### src/common/stepper_defines.svh
// widths and timing constants; MIN_PERIOD must stay at least twice STEP_PULSE_CYCLES
`ifndef STEPPER_DEFINES_SVH
`define STEPPER_DEFINES_SVH

// clocks the step pin stays high per pulse
`define STEP_PULSE_CYCLES 4'd8

// shortest legal step period in clocks
// twice the pulse width so pulses never overlap
`define MIN_PERIOD 16

// width of the step period register
`define SPEED_W 32

// driver datagram length, 8 address bits plus 32 data bits
`define SPI_FRAME_BITS 40

// system clocks per sck half period
`define SCK_HALF_CYCLES 4

`endif

### src/common/stepper_pkg.sv
// shared types for the motion peripheral; word map covers indices 0..9 only, rest read zero
`include "stepper_defines.svh"

package stepper_pkg;

  // opcode written to REG_CMD, low two bits of wdata
  typedef enum logic [1:0] {
    CMD_NOP  = 2'd0,
    CMD_MOVE = 2'd1,
    CMD_STOP = 2'd2,
    CMD_SPI  = 2'd3
  } cmd_op_t;

  // also the encoding of STATUS[1:0]
  typedef enum logic [1:0] {
    MS_IDLE = 2'd0,
    MS_RUN  = 2'd1,
    MS_SPI  = 2'd2
  } motion_state_t;

  // word index, taken from mem_addr[5:2]
  typedef enum logic [3:0] {
    REG_CTRL        = 4'd0,
    REG_SPEED       = 4'd1,
    REG_STEPS       = 4'd2,
    REG_CMD         = 4'd3,
    REG_STATUS      = 4'd4,
    REG_POSITION    = 4'd5,
    REG_SPI_TX      = 4'd6,
    REG_SPI_ADDR    = 4'd7,
    REG_SPI_RX      = 4'd8,
    REG_SPI_RX_STAT = 4'd9
  } reg_addr_t;

  typedef struct packed {
    logic                dir;
    logic [`SPEED_W-1:0] period;
    logic [31:0]         steps;
  } motion_cfg_t;

  // addr byte goes out first on the wire
  typedef struct packed {
    logic [7:0]  addr;
    logic [31:0] data;
  } spi_frame_t;

  typedef struct packed {
    logic        valid;
    reg_addr_t   addr;
    logic [31:0] wdata;
    logic [3:0]  wstrb;
  } bus_req_t;

endpackage

### src/motion/motion_fsm.sv
// a MOVE with zero steps enters run and falls straight back on remaining_zero
`timescale 1ns/1ps

module motion_fsm (
  input  logic                 clk_in,
  input  logic                 rst,
  input  logic                 cmd_valid,
  input  stepper_pkg::cmd_op_t cmd,
  input  logic                 remaining_zero,
  input  logic                 spi_busy,
  output logic                 timer_en,
  output logic                 load,
  output logic                 abort,
  output logic                 spi_start,
  output logic                 motion_busy
);
  import stepper_pkg::*;

  motion_state_t state;
  motion_state_t state_next;

  always_ff @(posedge clk_in) begin
    if (rst) begin
      state <= MS_IDLE;
    end else begin
      state <= state_next;
    end
  end

  always_comb begin
    state_next = state;
    load       = 1'b0;
    abort      = 1'b0;
    spi_start  = 1'b0;
    case (state)
      MS_IDLE: begin
        // stop and nop do nothing here
        if (cmd_valid && (cmd == CMD_MOVE)) begin
          load       = 1'b1;
          state_next = MS_RUN;
        end else if (cmd_valid && (cmd == CMD_SPI)) begin
          spi_start  = 1'b1;
          state_next = MS_SPI;
        end
      end
      MS_RUN: begin
        // stop wins over natural end
        if (cmd_valid && (cmd == CMD_STOP)) begin
          abort      = 1'b1;
          state_next = MS_IDLE;
        end else if (remaining_zero) begin
          // count already loaded one cycle earlier
          state_next = MS_IDLE;
        end
      end
      MS_SPI: begin
        // busy is set the cycle after spi_start
        if (!spi_busy) begin
          state_next = MS_IDLE;
        end
      end
      default: state_next = MS_IDLE;
    endcase
  end

  // timer runs for the whole move
  assign timer_en    = (state == MS_RUN);
  assign motion_busy = (state == MS_RUN);

  assert property (@(posedge clk_in) disable iff (rst) !(spi_start && load))
    else $error("spi_start and load together");

  // shifter must pick up every start
  assert property (@(posedge clk_in) disable iff (rst) spi_start |=> spi_busy)
    else $error("spi_start not followed by spi_busy");

endmodule

### src/motion/step_output.sv
// position wraps at 32 bits; abort drops queued steps but lets a running pulse finish
`timescale 1ns/1ps
`include "stepper_defines.svh"

module step_output (
  input  logic                     clk_in,
  input  logic                     rst,
  input  logic                     load,
  input  logic                     abort,
  input  logic                     tick,
  input  stepper_pkg::motion_cfg_t cfg,
  output logic                     step,
  output logic                     dir,
  output logic                     remaining_zero,
  output logic signed [31:0]       position
);

  logic [31:0] remaining;
  logic [3:0]  pulse_cnt;
  logic        start;

  // abort also kills a tick in the same cycle
  assign start = tick && !abort && (remaining != 32'd0);

  // done only once the last pulse has dropped
  assign remaining_zero = (remaining == 32'd0) && !step;

  // count and position
  always_ff @(posedge clk_in) begin
    if (rst) begin
      dir       <= 1'b0;
      remaining <= 32'd0;
      position  <= 32'sd0;
    end else if (load) begin
      dir       <= cfg.dir;
      remaining <= cfg.steps;
    end else if (abort) begin
      remaining <= 32'd0;
    end else if (start) begin
      remaining <= remaining - 32'd1;
      // dir low counts up
      if (dir) begin
        position <= position - 32'sd1;
      end else begin
        position <= position + 32'sd1;
      end
    end
  end

  // pulse stretcher
  always_ff @(posedge clk_in) begin
    if (rst) begin
      step      <= 1'b0;
      pulse_cnt <= 4'd0;
    end else if (start) begin
      step      <= 1'b1;
      pulse_cnt <= `STEP_PULSE_CYCLES;
    end else if (step) begin
      if (pulse_cnt == 4'd1) begin
        step <= 1'b0;
      end
      pulse_cnt <= pulse_cnt - 4'd1;
    end
  end

  // period clamp in the register bank keeps ticks apart
  assert property (@(posedge clk_in) disable iff (rst) !(tick && step))
    else $error("step tick during active pulse");

endmodule

### src/motion/step_timer.sv
// period is sampled while disabled and at each reload, so changes mid-move apply next step
`timescale 1ns/1ps
`include "stepper_defines.svh"

module step_timer (
  input  logic                clk_in,
  input  logic                rst,
  input  logic                timer_en,
  input  logic [`SPEED_W-1:0] period,
  output logic                tick
);

  logic [`SPEED_W-1:0] cnt;

  always_ff @(posedge clk_in) begin
    if (rst) begin
      cnt  <= period;
      tick <= 1'b0;
    end else if (!timer_en) begin
      // idle, hold the full period for the first step
      cnt  <= period;
      tick <= 1'b0;
    end else begin
      // tick is registered, one cycle after cnt hits one
      tick <= (cnt == `SPEED_W'(1));
      if (cnt == `SPEED_W'(1)) begin
        cnt <= period;
      end else begin
        cnt <= cnt - `SPEED_W'(1);
      end
    end
  end

endmodule

### src/source/bus_regs.sv
// word-wide writes only, byte strobes just flag a write; CPU must hold valid until ready
`timescale 1ns/1ps
`include "stepper_defines.svh"

module bus_regs (
  input  logic                     clk_in,
  input  logic                     rst,
  input  stepper_pkg::bus_req_t    req,
  output logic [31:0]              rdata,
  output logic                     ready,
  output stepper_pkg::motion_cfg_t cfg,
  output logic                     drv_en,
  output logic                     cmd_valid,
  output stepper_pkg::cmd_op_t     cmd,
  output stepper_pkg::spi_frame_t  spi_tx,
  input  logic                     motion_busy,
  input  logic                     spi_busy,
  input  logic signed [31:0]       position,
  input  stepper_pkg::spi_frame_t  spi_rx
);
  import stepper_pkg::*;

  logic        access;
  logic        wr;
  logic [31:0] rd_mux;

  // first cycle of a request only, ready blocks the second
  assign access = req.valid && !ready;
  assign wr     = access && (req.wstrb != 4'b0000);

  // read-back mux
  always_comb begin
    case (req.addr)
      REG_CTRL:        rd_mux = {30'd0, cfg.dir, drv_en};
      REG_SPEED:       rd_mux = 32'(cfg.period);
      REG_STEPS:       rd_mux = cfg.steps;
      REG_CMD:         rd_mux = {30'd0, cmd};
      // same coding as motion_state_t
      REG_STATUS:      rd_mux = {30'd0, spi_busy, motion_busy};
      REG_POSITION:    rd_mux = position;
      REG_SPI_TX:      rd_mux = spi_tx.data;
      REG_SPI_ADDR:    rd_mux = {24'd0, spi_tx.addr};
      REG_SPI_RX:      rd_mux = spi_rx.data;
      // status byte the driver shifts back during the address phase
      REG_SPI_RX_STAT: rd_mux = {24'd0, spi_rx.addr};
      default:         rd_mux = 32'd0;
    endcase
  end

  // control registers
  always_ff @(posedge clk_in) begin
    if (rst) begin
      ready      <= 1'b0;
      cmd_valid  <= 1'b0;
      cmd        <= CMD_NOP;
      drv_en     <= 1'b0;
      cfg.dir    <= 1'b0;
      cfg.period <= `SPEED_W'(`MIN_PERIOD);
      cfg.steps  <= 32'd0;
    end else begin
      ready     <= access;
      cmd_valid <= wr && (req.addr == REG_CMD);
      if (wr) begin
        case (req.addr)
          REG_CTRL: begin
            drv_en  <= req.wdata[0];
            cfg.dir <= req.wdata[1];
          end
          REG_SPEED: begin
            // too short a period would overlap pulses
            if (req.wdata < 32'(`MIN_PERIOD)) begin
              cfg.period <= `SPEED_W'(`MIN_PERIOD);
            end else begin
              cfg.period <= `SPEED_W'(req.wdata);
            end
          end
          REG_STEPS: cfg.steps <= req.wdata;
          REG_CMD:   cmd <= cmd_op_t'(req.wdata[1:0]);
          // read-only words fall through
          default: ;
        endcase
      end
    end
  end

  // read data and spi payload
  always_ff @(posedge clk_in) begin
    if (access) begin
      rdata <= rd_mux;
    end
    if (wr && (req.addr == REG_SPI_TX)) begin
      spi_tx.data <= req.wdata;
    end
    if (wr && (req.addr == REG_SPI_ADDR)) begin
      spi_tx.addr <= req.wdata[7:0];
    end
  end

  // one ready per access
  assert property (@(posedge clk_in) disable iff (rst) ready |=> !ready)
    else $error("bus ready held for two cycles");

endmodule

### src/source/stepper_ctrl_top.sv
// bus decode uses mem_addr[5:2] only; caller selects this block with mem_valid
`timescale 1ns/1ps

module stepper_ctrl_top (
  input  logic        clk_in,
  input  logic        rst,
  input  logic        mem_valid,
  input  logic [31:0] mem_addr,
  input  logic [31:0] mem_wdata,
  input  logic [3:0]  mem_wstrb,
  output logic [31:0] mem_rdata,
  output logic        mem_ready,
  output logic        step,
  output logic        dir,
  output logic        drv_en,
  output logic        sck,
  output logic        cs_n,
  output logic        mosi,
  input  logic        miso
);
  import stepper_pkg::*;

  bus_req_t           req;
  motion_cfg_t        cfg;
  cmd_op_t            cmd;
  spi_frame_t         spi_tx;
  spi_frame_t         spi_rx;
  logic               cmd_valid;
  logic               timer_en;
  logic               load;
  logic               abort;
  logic               spi_start;
  logic               motion_busy;
  logic               spi_busy;
  logic               remaining_zero;
  logic               tick;
  logic signed [31:0] position;

  // pack the cpu bus, word index from byte address
  assign req.valid = mem_valid;
  assign req.addr  = reg_addr_t'(mem_addr[5:2]);
  assign req.wdata = mem_wdata;
  assign req.wstrb = mem_wstrb;

  bus_regs regs (
    .clk_in(clk_in), .rst(rst), .req(req), .rdata(mem_rdata), .ready(mem_ready),
    .cfg(cfg), .drv_en(drv_en), .cmd_valid(cmd_valid), .cmd(cmd), .spi_tx(spi_tx),
    .motion_busy(motion_busy), .spi_busy(spi_busy), .position(position), .spi_rx(spi_rx)
  );

  motion_fsm fsm (
    .clk_in(clk_in), .rst(rst), .cmd_valid(cmd_valid), .cmd(cmd),
    .remaining_zero(remaining_zero), .spi_busy(spi_busy), .timer_en(timer_en),
    .load(load), .abort(abort), .spi_start(spi_start), .motion_busy(motion_busy)
  );

  step_timer timer (
    .clk_in(clk_in), .rst(rst), .timer_en(timer_en), .period(cfg.period), .tick(tick)
  );

  step_output stepper (
    .clk_in(clk_in), .rst(rst), .load(load), .abort(abort), .tick(tick), .cfg(cfg),
    .step(step), .dir(dir), .remaining_zero(remaining_zero), .position(position)
  );

  spi_shifter spi (
    .clk_in(clk_in), .rst(rst), .spi_start(spi_start), .tx(spi_tx), .miso(miso),
    .rx(spi_rx), .spi_busy(spi_busy), .sck(sck), .cs_n(cs_n), .mosi(mosi)
  );

endmodule

### src/spi/spi_shifter.sv
// mode 3 only, MSB first; mosi is held low while cs_n is high
`timescale 1ns/1ps
`include "stepper_defines.svh"

module spi_shifter (
  input  logic                    clk_in,
  input  logic                    rst,
  input  logic                    spi_start,
  input  stepper_pkg::spi_frame_t tx,
  input  logic                    miso,
  output stepper_pkg::spi_frame_t rx,
  output logic                    spi_busy,
  output logic                    sck,
  output logic                    cs_n,
  output logic                    mosi
);
  import stepper_pkg::*;

  localparam int FRAME  = `SPI_FRAME_BITS;
  localparam int HALF   = `SCK_HALF_CYCLES;
  localparam int BIT_W  = $clog2(FRAME + 1);
  localparam int HALF_W = $clog2(HALF + 1);

  logic [FRAME-1:0]  tx_sr;
  logic [FRAME-1:0]  rx_sr;
  logic [BIT_W-1:0]  bit_cnt;
  logic [HALF_W-1:0] half_cnt;

  // control side
  always_ff @(posedge clk_in) begin
    if (rst) begin
      spi_busy <= 1'b0;
      cs_n     <= 1'b1;
      sck      <= 1'b1;
      bit_cnt  <= '0;
      half_cnt <= '0;
    end else if (!spi_busy) begin
      if (spi_start) begin
        spi_busy <= 1'b1;
        cs_n     <= 1'b0;
        bit_cnt  <= '0;
        half_cnt <= '0;
      end
    end else if (half_cnt == HALF_W'(HALF - 1)) begin
      half_cnt <= '0;
      if (bit_cnt == BIT_W'(FRAME)) begin
        // last half period after the final rising edge
        spi_busy <= 1'b0;
        cs_n     <= 1'b1;
      end else if (sck) begin
        sck <= 1'b0;
      end else begin
        sck     <= 1'b1;
        bit_cnt <= bit_cnt + BIT_W'(1);
      end
    end else begin
      half_cnt <= half_cnt + HALF_W'(1);
    end
  end

  // data side
  always_ff @(posedge clk_in) begin
    if (!spi_busy && spi_start) begin
      tx_sr <= tx;
    end else if (spi_busy && (half_cnt == HALF_W'(HALF - 1)) && (bit_cnt != BIT_W'(FRAME))) begin
      if (sck) begin
        // falling edge, first one leaves the MSB in place
        if (bit_cnt != '0) begin
          tx_sr <= {tx_sr[FRAME-2:0], 1'b0};
        end
      end else begin
        // rising edge samples miso
        rx_sr <= {rx_sr[FRAME-2:0], miso};
      end
    end
  end

  assign mosi = tx_sr[FRAME-1] & ~cs_n;
  assign rx   = spi_frame_t'(rx_sr);

endmodule

### config.mk
export PLATFORM = sky130hd
export DESIGN_NAME = stepper_ctrl_top
export DESIGN_NICKNAME = d
export VERILOG_FILES = /design/src/common/stepper_pkg.sv /design/src/motion/motion_fsm.sv /design/src/motion/step_output.sv /design/src/motion/step_timer.sv /design/src/source/bus_regs.sv /design/src/source/stepper_ctrl_top.sv /design/src/spi/spi_shifter.sv
export VERILOG_INCLUDE_DIRS = /design/src /design/src/common
export SDC_FILE = /design/constraint.sdc
export NUM_CORES = 1
export LEC_CHECK = 0
export BUFFER_PORTS_ARGS = -buffer_cell sky130_fd_sc_hd__clkbuf_2
export CORE_UTILIZATION = 48
export CTS_BUF_LIST = sky130_fd_sc_hd__clkbuf_8
export DETAILED_ROUTE_END_ITERATION = 6
export GPL_TIMING_DRIVEN = 0
export PLACE_DENSITY = 0.65
export RECOVER_POWER = 50
export SLEW_MARGIN = 20
export SYNTH_ARGS = -nofsm -noshare
export SYNTH_HDL_FRONTEND = slang
export SYNTH_SLANG_ARGS = --single-unit
export TNS_END_PERCENT = 10
### constraint.sdc
create_clock -name clk_in -period 7.9 [get_ports clk_in]
set_input_delay 1.975 -clock clk_in [delete_from_list [all_inputs] [get_ports clk_in]]
set_output_delay 1.975 -clock clk_in [all_outputs]
set_load 0.01 [all_outputs]
# Word level (Yosys, flattened, before mapping)
# Index checks and enable logic that the tools add are counted.
word_totals:
  in_bits: 72
  out_inout_bits: 39
  elab_cells: 159
  register_bits: 339
classes:
  n_eq_ne: 26
  mux: 48
  addsub: 7
  n_bitwise: 8
  n_lt_le_gt_ge: 1
  reduce_logical: 43
ops:
  columns: ["cell", "count"]
  rows:
  - ["case mux 32 bit (10 select lines)", 1]
  - ["two-way mux 32 bit", 8]
  - ["two-way mux 40 bit", 4]
  - ["subtractor 32 x 1 -> 32 bit (second input constant)", 2]
  - ["adder 32 x 2 -> 32 bit (second input constant)", 1]
  - ["equality test 32 x 1 -> 1 bit (second input constant)", 1]
  - ["zero test 32 bit", 1]
  - ["less-than comparator 32 x 5 -> 1 bit (second input constant)", 1]
  - ["nonzero test 32 bit", 1]
  - ["subtractor 32 x 2 -> 32 bit (second input constant)", 1]
  - ["two-way mux 6 bit", 5]
  - ["two-way mux 1 bit", 19]
  - ["AND reduction 3 bit", 6]
  - ["equality test 4 x 3 -> 1 bit (second input constant)", 4]
  - ["logical AND 1 bit", 14]
  - ["two-way mux 2 bit", 5]
  - ["inequality test 2 bit (second input constant)", 5]
  - ["nonzero test 2 bit", 5]
  - ["two-way mux 3 bit", 3]
  - ["equality test 4 x 1 -> 1 bit (second input constant)", 2]
  - ["equality test 4 x 2 -> 1 bit (second input constant)", 2]
  - ["equality test 4 bit (second input constant)", 2]
  - ["two-way mux 4 bit", 2]
  - ["AND reduction 2 bit", 4]
  - ["other kinds (20)", 34]

# Depth between registers and ports, before layout
depth:
  ltp_word: 10
  ltp_mapped: 12
  mapped_depth_nobuf: 11

# Modules after synthesis
# From an unflattened synthesis, not the netlist that was laid out.
unflattened:
  cells_unflattened: 1710
  area_unflattened_um2: 16114.2
modules_own_cells:
  columns: ["module", "area_per_inst_um2", "instances", "cells_each"]
  rows:
  - ["bus_regs", 5794.3, 1, 560]
  - ["step_output", 5021.1, 1, 655]
  - ["spi_shifter", 3523.4, 1, 283]
  - ["step_timer", 1629.1, 1, 194]
  - ["motion_fsm", 146.4, 1, 18]

# Least setup slack after synthesis
# Ideal clock, no wire load.
synth_timing:
  kind: "input -> register"
  from: "input port mem_valid"
  to: "register, netlist name regs.spi_tx[0]"
  t_arrival_ps: 4901
  required_time_ps: 7508
  n_path_buf: 0
  setup_time_ps: 392
  stages: 4
  path_slack_ps: 2607
  cell_sequence: "nor2b_1 > o41ai_1 > inv_1 > and2_1"
synth_via:
  elab_chain_len: 3
synth_lines:
  columns: ["element", "line_no", "text"]
  rows:
  - ["start, declared", "stepper_ctrl_top.sv:7", "input logic mem_valid,"]
  - ["logical AND 1 bit", "bus_regs.sv:28", "assign access = req.valid && !ready;"]
  - ["logical AND 1 bit", "bus_regs.sv:29", "assign wr = access && (req.wstrb != 4'b0000);"]
  - ["logical AND 1 bit", "bus_regs.sv:91", "if (wr && (req.addr == REG_SPI_TX)) begin"]
# No other way between the ends.
# A chain may end at the register's enable or synchronous reset.

# Final worst setup path
layout_timing:
  from: "input port mem_addr[3]"
  to: "register, netlist name regs.cfg[36]"
layout_via:
  elab_chain_len: 2
layout_lines:
  columns: ["element", "line_no", "text"]
  rows:
  - ["start, declared", "stepper_ctrl_top.sv:8", "input logic [31:0] mem_addr,"]
  - ["equality test 4 x 1 -> 1 bit", "bus_regs.sv:64", "case (req.addr)"]
  - ["AND reduction 2 bit (no line)", null, null]
# No other way between the ends.

==> metrics.txt <==
Rel. slew slack -0.377; largest net degree at the start of global routing 41; Final ANT Viol Nets 0; Synth cell types between 70 and 80; PwrDens 200 mW/mm^2; failing checks design-rule violations, max-capacitance violations, max-slew violations; element type at the critical path end register; Tcrit/Tclk final 0.552; Skew-Pair Late Insertion Delay just over 0.6 ns; Yosys Warn Count 0; power after layout 0.00355 W; Worst-Margin Slew 2.06 ns; Post-CTS Setup Inserts 0; TritonCTS Buffers 55; DRT iter0 DRCs 1,341; drt pass-1 iters 7; DRC 10; Placed Instances 2,114; CTS-repair resized insts 0; CTS max path bufs 3; Post-synth EDFFs 152; share of layout cells above drive strength 1 0.0959; Via-to-Cell Ratio 6.02; Worst VDD drop 0.000112 V; final setup margin between 3 and 4 ns; Die W 183 um; max-cap check violation count 4; Final Slew Violations between 100 and 150; fillcell total about 2,900; row cnt 65; # clock sinks 339; initial core utilization 0.493; register area 0.00831 mm^2; GRT overflow 0; Vias 13,400; LEAKAGE 6.41 nW; hold buffers post-CTS 0; Worst-path clk slew approximately 0.07 ns; share of the yosys chip area belonging to registers 0.530; Final Hold Fails 0; die height 183 um; synthesis-to-finish area growth 13.3%; dpl ws 3.06 ns; met2 Resource Use GR 0.448; top_reg_cell synth dfxtp_1; initial antenna violation count 0; vias in the first global route 12,600; Util after Layout 0.559; FFs w/ async S/R, synth 0; met1 Resource Use GR 0.402; Hold Path Class reg2reg; Max H-tree Level 2; shortest period the worst path allows 4.36 ns; commonest non-fill, non-tap cells in the layout nand2_1, dfxtp_1, a21oi_1, edfxtp_1, clkbuf_1; post-DP HPWL 34.6 mm; Cell Count, Final, Fillers Out between 2,000 and 2,500; GRT Util Overall 0.285; global route hottest layer met2; Die ar. 0.0334 mm^2; Critical Path AT 4.81 ns; global-route wire length before repair 73.0 mm; CTS tree done; commonest non-fill, non-tap cell in the layout nand2_1; Post-Syn Instances 1,593; Mapped Area ~0.016 mm^2; core area about 0.032 mm^2; Root Buffer clkbuf_8; worst-path maximum fanout 10; Mean Syn Cell Area 9.84 um^2; RSZ-0062 raised after global routing false; WL/cell roughly 21 um; Port-buffer cells 80; Routed Wire Length 47.2 mm; Max Clock Skew about 0.032 ns; GPL Wtd Cong just over 0.9; critical path class in2reg; met3 usage 0.0411; FMAX 229 MHz; Final Setup Violations 0; status complete, but fails checks; area of the multi-input gates between 0.006 and 0.007 mm^2; setup TNS 0 ns; Seq cells post-synth ~340; startpoint types input port; final net count 1,848; I/O pin count 111; CP Data Required Time 8.35 ns; Syn Nets 1,705
-- stage by stage --
stage	hold slack (ns)	area, um^2
after global placement	0.434	16600
after detailed placement	0.438	16800
after global routing	0.448	17800
final	0.440	17800
after floorplan	0.426	15700
after CTS	0.441	17900
-- sequential cells by signal, summed over array words and instances, names as in the netlist, 2 cells and up --
name,cells
spi.half_cnt,3
regs.rdata,32
timer.cnt,32
regs.spi_tx,40
regs.cfg,65
stepper.position,32
spi.bit_cnt,6
fsm.state,2
stepper.pulse_cnt,4
regs.cmd,2
stepper.remaining,32
spi.rx,40
spi.tx_sr,40
-- path summary, 6_finish.rpt --
| kind | slack, ns | depth (start not counted) | end | startpoint |
|---|---|---|---|---|
| setup reg to reg | 3.77 | 6 | spi.rx[10] | spi.spi_busy |
| hold reg to reg | 0.44 | 0 | spi.rx[11] | spi.rx[10] |
| setup / recovery | 3.54 | 9 | regs.cfg[36] | mem_addr[3] |
| hold / removal | 0.44 | 0 | spi.rx[11] | spi.rx[10] |
-- cells in the mapped netlist (9+ instances only) --
library cell,number,area [um^2]
a211oi_1,10,75.1
mux2i_1,9,90.1
nand3_1,30,150
mux2_2,42,473
a21oi_1,153,766
a31oi_1,16,100
a21o_1,17,128
a221oi_1,9,78.8
xnor2_1,41,359
xor2_1,22,193
nand4_1,9,56.3
a222oi_1,36,360
clkbuf_1,76,285
a32oi_1,11,96.3
dfxtp_1,187,3740
edfxtp_1,152,4560
buf_2,9,45.0
nor3_1,60,300
nor2b_1,12,75.1
nor4_1,25,156
nor2_1,124,465
inv_1,17,63.8
o21ai_0,53,265
nand2_1,272,1020
a22oi_1,28,210
and2_1,9,56.3
ha_1,39,488
-- worst max-delay path: stages --
cell      delay (ns)
clkbuf_2        0.10
clkbuf_1        0.23
nand2b_1        0.29
nor3_1          0.90
nand2_1         0.41
a41oi_1         0.61
inv_1           0.09
o22ai_1         0.14
nand2_1         0.07
-- cell families (layout without fill, tap and decap cells) --
logic type,after synthesis,in the layout,synth area share
and+or+nand+nor,606,606,0.178
muxes,51,51,0.0359
xor gates and xnor gates,63,63,0.0352
buffers and inverters,110,300,0.0285
other,0,1,0
DFF,339,339,0.530
AOI/OAI and AO/OA,384,384,0.160
adders and majority gates,40,40,0.0324
-- area by class of cell --
type	count	share of cell area
tap	435	0.0306
timing repair buffer	86	0.0213
antenna	1	0.000141
clock buffer	64	0.0496
sequential	339	0.468
multi-input combinational	1144	0.390
inverter	18	0.00380
clock inverter	40	0.0149
buffer	92	0.0213
-- where the power goes --
group	switching, W	internal, W
Sequential	0.00000959	0.00184
Combinational	0.0000900	0.0000281
Clock	0.000737	0.000845
Total	0.000837	0.00272
-- layer usage --
metal | vias up | wire length (um) | part of all wire
met5 | - | 0 | 0
met4 | 0 | 1340 | 0.028
met3 | 93 | 3720 | 0.079
met2 | 618 | 21600 | 0.46
met1 | 6467 | 20500 | 0.44
li1 | 6183 | - | -
No activity file was read; power rests on OpenSTA's default activity.
